==> src/include/clic_settings.svh <==
// ----------------------------------------------------------
// Build settings for the CLIC interrupt controller core side
// Source count, ID, level and VS-id widths, cause word width
// ----------------------------------------------------------

`ifndef CLIC_SETTINGS_SVH
`define CLIC_SETTINGS_SVH

// Interrupt sources seen by the external CLIC
`define CLIC_NUM_SRC 64

// Interrupt ID width from the source count
`define CLIC_ID_W ($clog2(`CLIC_NUM_SRC))

// Interrupt level and threshold width
`define CLIC_LVL_W 8

// Virtual supervisor id width
`define CLIC_VSID_W 6

// Cause word width of RV32
`define CLIC_XLEN 32

`endif

==> src/verilog/clic_pkg.sv <==
// ----------------------------------------------------------
// Shared types of the CLIC core-side controller
// Vector typedefs, privilege, route and in-flight enums
// ----------------------------------------------------------

`include "clic_settings.svh"

package clic_pkg;

  // ----------------------------------------------------------
  // Vector types
  // ----------------------------------------------------------
  typedef logic [`CLIC_ID_W-1:0]          irq_id_t;   // Interrupt ID
  typedef logic [`CLIC_LVL_W-1:0]         irq_lvl_t;  // Level or threshold
  typedef logic [`CLIC_VSID_W-1:0]        vsid_t;     // Guest id
  typedef logic [(2**`CLIC_VSID_W)-1:0]   hgeie_t;    // One enable per VS-id
  typedef logic [`CLIC_XLEN-1:0]          xlen_t;     // Trap cause word

  // ----------------------------------------------------------
  // Enums
  // ----------------------------------------------------------
  // Privilege encoding as in mstatus.MPP, 2'b10 reserved
  typedef enum logic [1:0] {
    PRIV_U = 2'd0,
    PRIV_S = 2'd1,
    PRIV_M = 2'd3
  } priv_lvl_t;

  // Rule that decides whether the current interrupt is taken
  typedef enum logic [2:0] {
    ROUTE_NONE   = 3'd0,  // Never taken
    ROUTE_ALWAYS = 3'd1,  // Taken whenever valid
    ROUTE_M_LVL  = 3'd2,  // Valid and above M threshold
    ROUTE_S_LVL  = 3'd3,  // Valid and above S threshold
    ROUTE_VS_LVL = 3'd4   // Valid and above VS threshold
  } route_t;

  // Tracking of a request handed to decode
  typedef enum logic {
    IF_IDLE = 1'b0,
    IF_BUSY = 1'b1
  } inflight_state_t;

endpackage

==> src/verilog/clic_irq_if.sv <==
// ----------------------------------------------------------
// Interrupt descriptor bundle from the external CLIC
// Modports for threshold, routing and acceptance blocks
// ----------------------------------------------------------

`timescale 1ns/1ps

interface clic_irq_if import clic_pkg::*; ();

  logic      valid;  // Arbitrated interrupt present
  irq_id_t   id;     // Winning source
  irq_lvl_t  level;  // Its level
  priv_lvl_t priv;   // Target privilege mode
  logic      v;      // Virtual interrupt flag
  vsid_t     vsid;   // Target guest

  // Level compare only
  modport thresh_mp (
    input level
  );

  // Privilege and guest information
  modport route_mp (
    input priv,
    input v,
    input vsid
  );

  // Validity and cause fields
  modport accept_mp (
    input valid,
    input id,
    input level
  );

endinterface

==> src/verilog/clic_thresh_eval.sv <==
// ----------------------------------------------------------
// Effective M, S and VS thresholds
// Strict level-above-threshold flags per mode
// ----------------------------------------------------------

`timescale 1ns/1ps

module clic_thresh_eval import clic_pkg::*; (
  clic_irq_if.thresh_mp irq_if,
  input  irq_lvl_t      mintthresh_i,   // Programmed M threshold
  input  irq_lvl_t      sintthresh_i,   // Programmed S threshold
  input  irq_lvl_t      vsintthresh_i,  // Programmed VS threshold
  input  irq_lvl_t      mil_i,          // mintstatus.mil
  input  irq_lvl_t      sil_i,          // mintstatus.sil
  input  irq_lvl_t      vsil_i,         // mintstatus.vsil
  output logic          above_m_o,
  output logic          above_s_o,
  output logic          above_vs_o
);

  // ----------------------------------------------------------
  // Effective thresholds
  // ----------------------------------------------------------
  // A running handler at level L blocks everything at or below L,
  // so the status level acts as a second threshold
  irq_lvl_t eff_m;
  irq_lvl_t eff_s;
  irq_lvl_t eff_vs;

  always_comb begin
    // M mode
    if (mintthresh_i > mil_i) begin
      eff_m = mintthresh_i;
    end else begin
      eff_m = mil_i;
    end
    // S mode
    if (sintthresh_i > sil_i) begin
      eff_s = sintthresh_i;
    end else begin
      eff_s = sil_i;
    end
    // VS mode
    if (vsintthresh_i > vsil_i) begin
      eff_vs = vsintthresh_i;
    end else begin
      eff_vs = vsil_i;
    end
  end

  // ----------------------------------------------------------
  // Level compare
  // ----------------------------------------------------------
  // Equal level does not preempt
  assign above_m_o  = (irq_if.level > eff_m);
  assign above_s_o  = (irq_if.level > eff_s);
  assign above_vs_o = (irq_if.level > eff_vs);

endmodule

==> src/verilog/clic_mode_route.sv <==
// ----------------------------------------------------------
// Routing of the CLIC interrupt by hart privilege and V bit
// Produces the route class and the virtual-interrupt flag
// ----------------------------------------------------------

`timescale 1ns/1ps

module clic_mode_route import clic_pkg::*; (
  clic_irq_if.route_mp irq_if,
  input  priv_lvl_t    priv_lvl_i,  // Current hart privilege
  input  logic         v_i,         // Hart in VS/VU mode
  input  logic         sie_i,       // S-mode global enable
  input  logic         vsie_i,      // VS-mode global enable
  input  logic         sgeie_i,     // Guest external enable from hie
  input  vsid_t        vgein_i,     // Guest currently running
  input  hgeie_t       hgeie_i,     // Per-guest enables
  output route_t       route_o,
  output logic         irq_v_o      // Interrupt goes to the running guest
);

  // ----------------------------------------------------------
  // Descriptor decode
  // ----------------------------------------------------------
  logic irq_is_m;
  logic irq_is_s;
  logic vsid_match;
  logic foreign_en;

  assign irq_is_m   = (irq_if.priv == PRIV_M);
  assign irq_is_s   = (irq_if.priv == PRIV_S);
  assign vsid_match = (irq_if.vsid == vgein_i);
  // Other guest traps to the hypervisor
  assign foreign_en = sgeie_i & hgeie_i[irq_if.vsid];

  // ----------------------------------------------------------
  // Route selection
  // ----------------------------------------------------------
  always_comb begin
    route_o = ROUTE_NONE;
    irq_v_o = 1'b0;
    case (priv_lvl_i)
      PRIV_M: begin
        // Only M interrupts above threshold preempt M mode
        if (irq_is_m) begin
          route_o = ROUTE_M_LVL;
        end
      end
      PRIV_S: begin
        if (irq_is_m) begin
          route_o = ROUTE_ALWAYS;  // Higher mode always wins
        end else if (irq_is_s) begin
          if (v_i) begin
            // Hart runs a guest
            if (irq_if.v) begin
              if (vsid_match) begin
                // Delivered to the running guest
                if (vsie_i) begin
                  route_o = ROUTE_VS_LVL;
                  irq_v_o = 1'b1;
                end
              end else if (foreign_en) begin
                route_o = ROUTE_ALWAYS;  // Trap to hypervisor
              end
            end else begin
              route_o = ROUTE_S_LVL;  // HS sie implied while in VS
            end
          end else begin
            // HS mode ignores virtual interrupts
            if (!irq_if.v && sie_i) begin
              route_o = ROUTE_S_LVL;
            end
          end
        end
      end
      PRIV_U: begin
        // Any enabled higher mode interrupt is taken
        if (irq_is_m || (irq_is_s && sie_i)) begin
          route_o = ROUTE_ALWAYS;
        end
      end
      default: begin
        route_o = ROUTE_NONE;  // Reserved encoding
      end
    endcase
  end

  // Virtual flag only ever accompanies the VS threshold rule
  irq_v_route_a: assert final (!irq_v_o || (route_o == ROUTE_VS_LVL))
    else $error("irq_v_o set outside ROUTE_VS_LVL");

endmodule

==> src/verilog/clic_accept_ctrl.sv <==
// ----------------------------------------------------------
// Interrupt acceptance, cause packing and in-flight tracking
// Kill acknowledge toward the CLIC
// ----------------------------------------------------------

`timescale 1ns/1ps
`include "clic_settings.svh"

module clic_accept_ctrl import clic_pkg::*; (
  input  logic          clk_i,
  input  logic          rst_ni,
  clic_irq_if.accept_mp irq_if,
  input  logic          above_m_i,    // Level above M threshold
  input  logic          above_s_i,    // Level above S threshold
  input  logic          above_vs_i,   // Level above VS threshold
  input  logic          irq_v_i,      // Request targets running guest
  input  logic          irq_ready_i,  // Decode took the interrupt
  input  logic          kill_req_i,   // CLIC wants to withdraw
  input  route_t        route_i,
  output logic          irq_req_o,
  output logic          kill_ack_o,
  output xlen_t         cause_o
);

  // ----------------------------------------------------------
  // Request
  // ----------------------------------------------------------
  logic route_ok;

  always_comb begin
    case (route_i)
      ROUTE_ALWAYS: route_ok = 1'b1;
      ROUTE_M_LVL:  route_ok = above_m_i;
      ROUTE_S_LVL:  route_ok = above_s_i;
      ROUTE_VS_LVL: route_ok = above_vs_i;
      default:      route_ok = 1'b0;
    endcase
  end

  assign irq_req_o = irq_if.valid & route_ok;

  // ----------------------------------------------------------
  // Cause word
  // ----------------------------------------------------------
  // Interrupt bit, level for mintstatus, ID for mcause
  assign cause_o = {1'b1,
                    {(`CLIC_XLEN - `CLIC_LVL_W - 17){1'b0}},
                    irq_if.level,
                    {(16 - `CLIC_ID_W){1'b0}},
                    irq_if.id};

  // ----------------------------------------------------------
  // In-flight tracking
  // ----------------------------------------------------------
  inflight_state_t state_q;
  inflight_state_t state_d;

  always_comb begin
    state_d = state_q;
    case (state_q)
      IF_IDLE: if (irq_req_o) state_d = IF_BUSY;  // Inserted into pipeline
      IF_BUSY: if (irq_ready_i || kill_ack_o) state_d = IF_IDLE;
      default: state_d = IF_IDLE;
    endcase
  end

  always_ff @(posedge clk_i or negedge rst_ni) begin
    if (!rst_ni) begin
      state_q <= IF_IDLE;
    end else begin
      state_q <= state_d;
    end
  end

  // Withdraw only when nothing is or gets inserted
  assign kill_ack_o = kill_req_i & (state_q == IF_IDLE) & ~irq_req_o;

  // Assertions
  kill_busy_a: assert property (@(posedge clk_i) disable iff (!rst_ni)
    (state_q == IF_BUSY) |-> !kill_ack_o);
  kill_req_excl_a: assert property (@(posedge clk_i) disable iff (!rst_ni)
    !(kill_ack_o && irq_req_o));
  // A guest request passed the VS compare in the threshold block
  virt_lvl_a: assert property (@(posedge clk_i) disable iff (!rst_ni)
    (irq_req_o && irq_v_i) |-> above_vs_i);

endmodule

==> src/verilog/clic_ctrl_top.sv <==
// ----------------------------------------------------------
// Core-side CLIC controller top level
// Descriptor bundle plus threshold, routing, acceptance
// ----------------------------------------------------------

`timescale 1ns/1ps

module clic_ctrl_top import clic_pkg::*; (
  input  logic      clk_i,
  input  logic      rst_ni,
  // Hart state from the CSR file
  input  priv_lvl_t priv_lvl_i,
  input  logic      v_i,
  input  logic      sie_i,
  input  logic      vsie_i,
  input  logic      sgeie_i,
  input  vsid_t     vgein_i,
  input  hgeie_t    hgeie_i,
  input  irq_lvl_t  mintthresh_i,
  input  irq_lvl_t  sintthresh_i,
  input  irq_lvl_t  vsintthresh_i,
  input  irq_lvl_t  mil_i,
  input  irq_lvl_t  sil_i,
  input  irq_lvl_t  vsil_i,
  // CLIC side
  input  logic      irq_valid_i,
  input  logic      irq_ready_i,
  input  irq_id_t   irq_id_i,
  input  irq_lvl_t  irq_level_i,
  input  priv_lvl_t irq_priv_i,
  input  logic      irq_v_i,
  input  vsid_t     irq_vsid_i,
  input  logic      kill_req_i,
  output logic      kill_ack_o,
  // Decode stage side
  output logic      irq_req_o,
  output priv_lvl_t irq_priv_o,
  output logic      irq_v_o,
  output xlen_t     irq_cause_o
);

  // Descriptor bundle
  clic_irq_if irq_if ();

  assign irq_if.valid = irq_valid_i;
  assign irq_if.id    = irq_id_i;
  assign irq_if.level = irq_level_i;
  assign irq_if.priv  = irq_priv_i;
  assign irq_if.v     = irq_v_i;
  assign irq_if.vsid  = irq_vsid_i;

  logic   above_m;
  logic   above_s;
  logic   above_vs;
  route_t route;
  logic   route_v;  // Guest flag from routing

  clic_thresh_eval thresh_eval_inst (
    .irq_if        (irq_if),
    .mintthresh_i  (mintthresh_i),
    .sintthresh_i  (sintthresh_i),
    .vsintthresh_i (vsintthresh_i),
    .mil_i         (mil_i),
    .sil_i         (sil_i),
    .vsil_i        (vsil_i),
    .above_m_o     (above_m),
    .above_s_o     (above_s),
    .above_vs_o    (above_vs)
  );

  clic_mode_route mode_route_inst (
    .irq_if     (irq_if),
    .priv_lvl_i (priv_lvl_i),
    .v_i        (v_i),
    .sie_i      (sie_i),
    .vsie_i     (vsie_i),
    .sgeie_i    (sgeie_i),
    .vgein_i    (vgein_i),
    .hgeie_i    (hgeie_i),
    .route_o    (route),
    .irq_v_o    (route_v)
  );

  clic_accept_ctrl accept_ctrl_inst (
    .clk_i       (clk_i),
    .rst_ni      (rst_ni),
    .irq_if      (irq_if),
    .above_m_i   (above_m),
    .above_s_i   (above_s),
    .above_vs_i  (above_vs),
    .irq_v_i     (route_v),
    .irq_ready_i (irq_ready_i),
    .kill_req_i  (kill_req_i),
    .route_i     (route),
    .irq_req_o   (irq_req_o),
    .kill_ack_o  (kill_ack_o),
    .cause_o     (irq_cause_o)
  );

  assign irq_priv_o = irq_if.priv;  // Trap goes to the interrupt's mode
  assign irq_v_o    = route_v;

endmodule

==> config.mk <==
export PLATFORM = sky130hd
export DESIGN_NAME = clic_ctrl_top
export DESIGN_NICKNAME = d
export VERILOG_FILES = /design/src/verilog/clic_pkg.sv /design/src/verilog/clic_irq_if.sv /design/src/verilog/clic_thresh_eval.sv /design/src/verilog/clic_mode_route.sv /design/src/verilog/clic_accept_ctrl.sv /design/src/verilog/clic_ctrl_top.sv
export VERILOG_INCLUDE_DIRS = /design/src /design/src/include
export SDC_FILE = /design/constraint.sdc
export NUM_CORES = 1
export LEC_CHECK = 0
export BUFFER_PORTS_ARGS = -buffer_cell sky130_fd_sc_hd__buf_2
export CORE_MARGIN = 4
export CORE_UTILIZATION = 42
export DETAILED_ROUTE_END_ITERATION = 10
export HOLD_SLACK_MARGIN = 0.12
export PLACE_DENSITY = 0.84
export SETUP_SLACK_MARGIN = 0.05
export SLEW_MARGIN = 20
export SYNTH_ARGS = -nofsm -noshare
export SYNTH_HDL_FRONTEND = slang
export SYNTH_SLANG_ARGS = --single-unit
==> constraint.sdc <==
create_clock -name clk_i -period 4.6 [get_ports clk_i]
set_input_delay 0.46 -clock clk_i [delete_from_list [all_inputs] [get_ports clk_i]]
set_output_delay 0.46 -clock clk_i [all_outputs]
set_load 0.01 [all_outputs]
==> out/results.ini <==
[drt]
num_vias = 2592
drtIter0Drc = 66
wl_per_cell_um = 14.83
drt_wl_total_um = 7266
drcViolationCount = 0
drtAntennaViolNets = 0
viasPerCell = 5.290
dr.pass1.iters = 4

[logic_synthesis]
async_flop_share_pct = 100.0
synth_cell_types = 48
syn_inst = 281
seq_area_frac_synth_pct = 1.003
synthFlopType = dfrtp_1
syn_avg_cell_area_um2 = 8.879
ys_ff_latch = 1
synthTopCellsByArea = ha_1 24%, mux4_1 15%, buf_4 11%
synth_edf_count = 0
yosysTopAreaCell = ha_1
ys.warnings.count = 0
netlist_area_mm2 = 0.002495
synth_top_area_share_pct = 24.07

[power_and_ir_drop]
cellInternalPower_uw = 178.9
seq_power_share_pct = 4.0
power_switching_uw = 155.3
leakage_uw = 0.001826
peakVddDrop_mv = 0.06807
clockPowerShare_pct = 0
p_sw_share_pct = 46.47
combPwrFrac_pct = 96.0
power_density_mw_per_mm2 = 105.2

[placed_design]
placed_area_mm2 = 0.003141
gp_congestion = 0.9178
portBuffers = 158
hpwl_um = 6562

[worst_setup_path]
path_class = in -> out
cp-start-kind = input port
crit_required_ns = 4.14
arrival_ns = 3.87
path_max_fanout = 5
end_kind = output port

[timing]
fmax_ghz = 0.2309
finalSetupTns_ns = 0
skew_ns = 0
hold_violations = 0
finalCriticalPeriod_ns = 4.330
post-route-period-util_pct = 94.13
rsz0062_at_grt = no
setup_viol = 0
drv_slew = 0

[floorplan]
dieArea_mm2 = 0.007237
fp-row-count = 27
initial_utilization_pct = 44.22
io_pins = 189
die_height_um = 85.07
die_w_um = 85.07
core-area_mm2 = 0.005642

[global_routing]
grt_max_degree = 18
grt_pass1_vias = 2566
grt_pass1_wl_um = 11040
grt_overflow = 0
grt_util_all_layers_pct = 17.93
antenna_found_initial = 0

[clock_network]
clkSlewWorstSetupHoldPaths_ns = 0
clock_latency_ns = 0
hold_buffers = 0

[cells_and_area]
fin_nets = 620
syn_to_final_growth_pct = 27.38
design_area_mm2 = 0.003178
reg_top3 = accept_ctrl_inst.state_q (1)
top_register = accept_ctrl_inst.state_q
diodes = 0
drive_gt1_share_pct = 42.34
largest_reg_flops = 1
final_core_util_pct = 56.33

[run_status]
status = completed

[hold_path]
hold_path.class = in -> async

[run]
drv_cap = 0

stage by stage:
| step | cells | power, uW | setup WS (ns) | hold slack [ns] |
|---|---|---|---|---|
| after floorplan | 297 | 228.5 | 0.4043 | 0.1644 |
| after global placement | 490 | 310.6 | 0.1580 | 0.2346 |
| after detailed placement | 490 | 323.7 | -0.1019 | 0.2374 |
| after CTS | 490 | 326.9 | 0.09036 | 0.2376 |
| after global routing | 490 | 373.1 | 0.04941 | 0.2422 |
| final | 490 | 334.3 | 0.2699 | 0.2360 |
layout by cell type, fill, tap and decap left out, drive strengths merged, types with 2 or more instances in the layout:
master / count
o211ai: 3
nor2b: 7
a21o: 5
a21oi: 18
nor2: 7
o21ai: 13
mux2i: 24
nand2b: 3
or3: 2
nor3: 2
xor2: 2
o21a: 5
a211oi: 2
nand4: 8
ha: 48
nand3: 7
mux4: 17
and3: 4
nand2: 8
a2111oi: 2
conb: 18
inv: 29
mux2: 3
buf: 161
xnor2: 4
critical path, stage by stage:
cell and delay, ns:
buf_2 0.10, inv_1 0.04, ha_1 0.27, nor2b_1 0.14, o21a_1 0.16, o21ai_0 0.16
nand2b_1 0.11, a21oi_2 0.16, o21ai_0 0.12, o21ai_2 0.15, buf_6 0.18, mux2i_1 0.18
ha_1 0.26, a21oi_1 0.14, nor2_1 0.09, a2111oi_4 0.37, o32a_1 0.19, o21ai_1 0.08
o21a_2 0.23, nor3b_2 0.14, buf_2 0.15
final timing paths:
path	start	endpoint	slack [ns]	cells past startpoint
setup / recovery	vsil_i[1]	kill_ack_o	0.27	21
hold / removal	rst_ni	accept_ctrl_inst.state_q	0.24	1
setup reg to reg	accept_ctrl_inst.state_q	accept_ctrl_inst.state_q	3.66	2
hold reg to reg	accept_ctrl_inst.state_q	accept_ctrl_inst.state_q	0.58	1
max in group asynchronous	rst_ni	accept_ctrl_inst.state_q	4.28	1
min in group clk_i	accept_ctrl_inst.state_q	accept_ctrl_inst.state_q	0.58	1
synthesized netlist by cell type (2+ instances only):
cell type	instances
ha_1	48
buf_4	36
inv_1	29
mux2i_1	24
a21oi_1	18
mux4_1	14
o21ai_0	9
nand2_1	8
nand4_1	8
nand3_1	7
nor2_1	7
nor2b_1	7
a21o_1	5
and3_1	4
o21a_1	4
o21ai_1	4
xnor2_1	4
mux2_2	3
mux4_2	3
nand2b_1	3
o211ai_1	3
a211oi_1	2
buf_6	2
conb_1	2
nor3_1	2
or3_1	2
xor2_1	2
layer usage:
metal	vias to the layer above	GRT usage, %	share of wire [%]
met1	1178	18.27	35
met4	0	0	0.41
met2	114	39.97	57
met5	-	0	0
li1	1296	-	-
met3	4	1.650	7.6
what timing repair did:
item | 4_1_cts | 5_1_grt
pin swaps | 0 | 1
buffers inserted | 0 | 0
setup endpoints to repair | 1 | 2
gates resized for setup | 2 | 6
power by group through the flow:
stage	registers, uW	logic [uW]	clock network, uW
2_1_floorplan	12.7	216	0
3_3_place_gp	13.3	297	0
3_5_place_dp	13.5	310	0
4_1_cts	13.5	313	0
5_1_grt	13.8	359	0
6_report	13.5	321	0
area by class of cell:
| type | count | area (um2) |
|---|---|---|
| repair buffers | 161 | 817.0 |
| flip-flops and latches | 1 | 25.02 |
| multi-input cells | 227 | 2137 |
| inverters | 29 | 108.9 |
| fillers | 531 | 2464 |
| well taps | 72 | 90.09 |
cell families (layout without fill, tap and decap cells):
family	Yosys count	after routing	share of synthesized area, %
buf+inv	69	190	17.10
compound gates	57	57	14.85
simple gates	54	54	12.14
fa+ha+maj	48	48	24.07
mux	44	44	28.43
xor+xnor	6	6	2.106
other cells	2	18	0.3010
flops	1	1	1.003
Note: power is estimated with default switching activity, not from simulation.
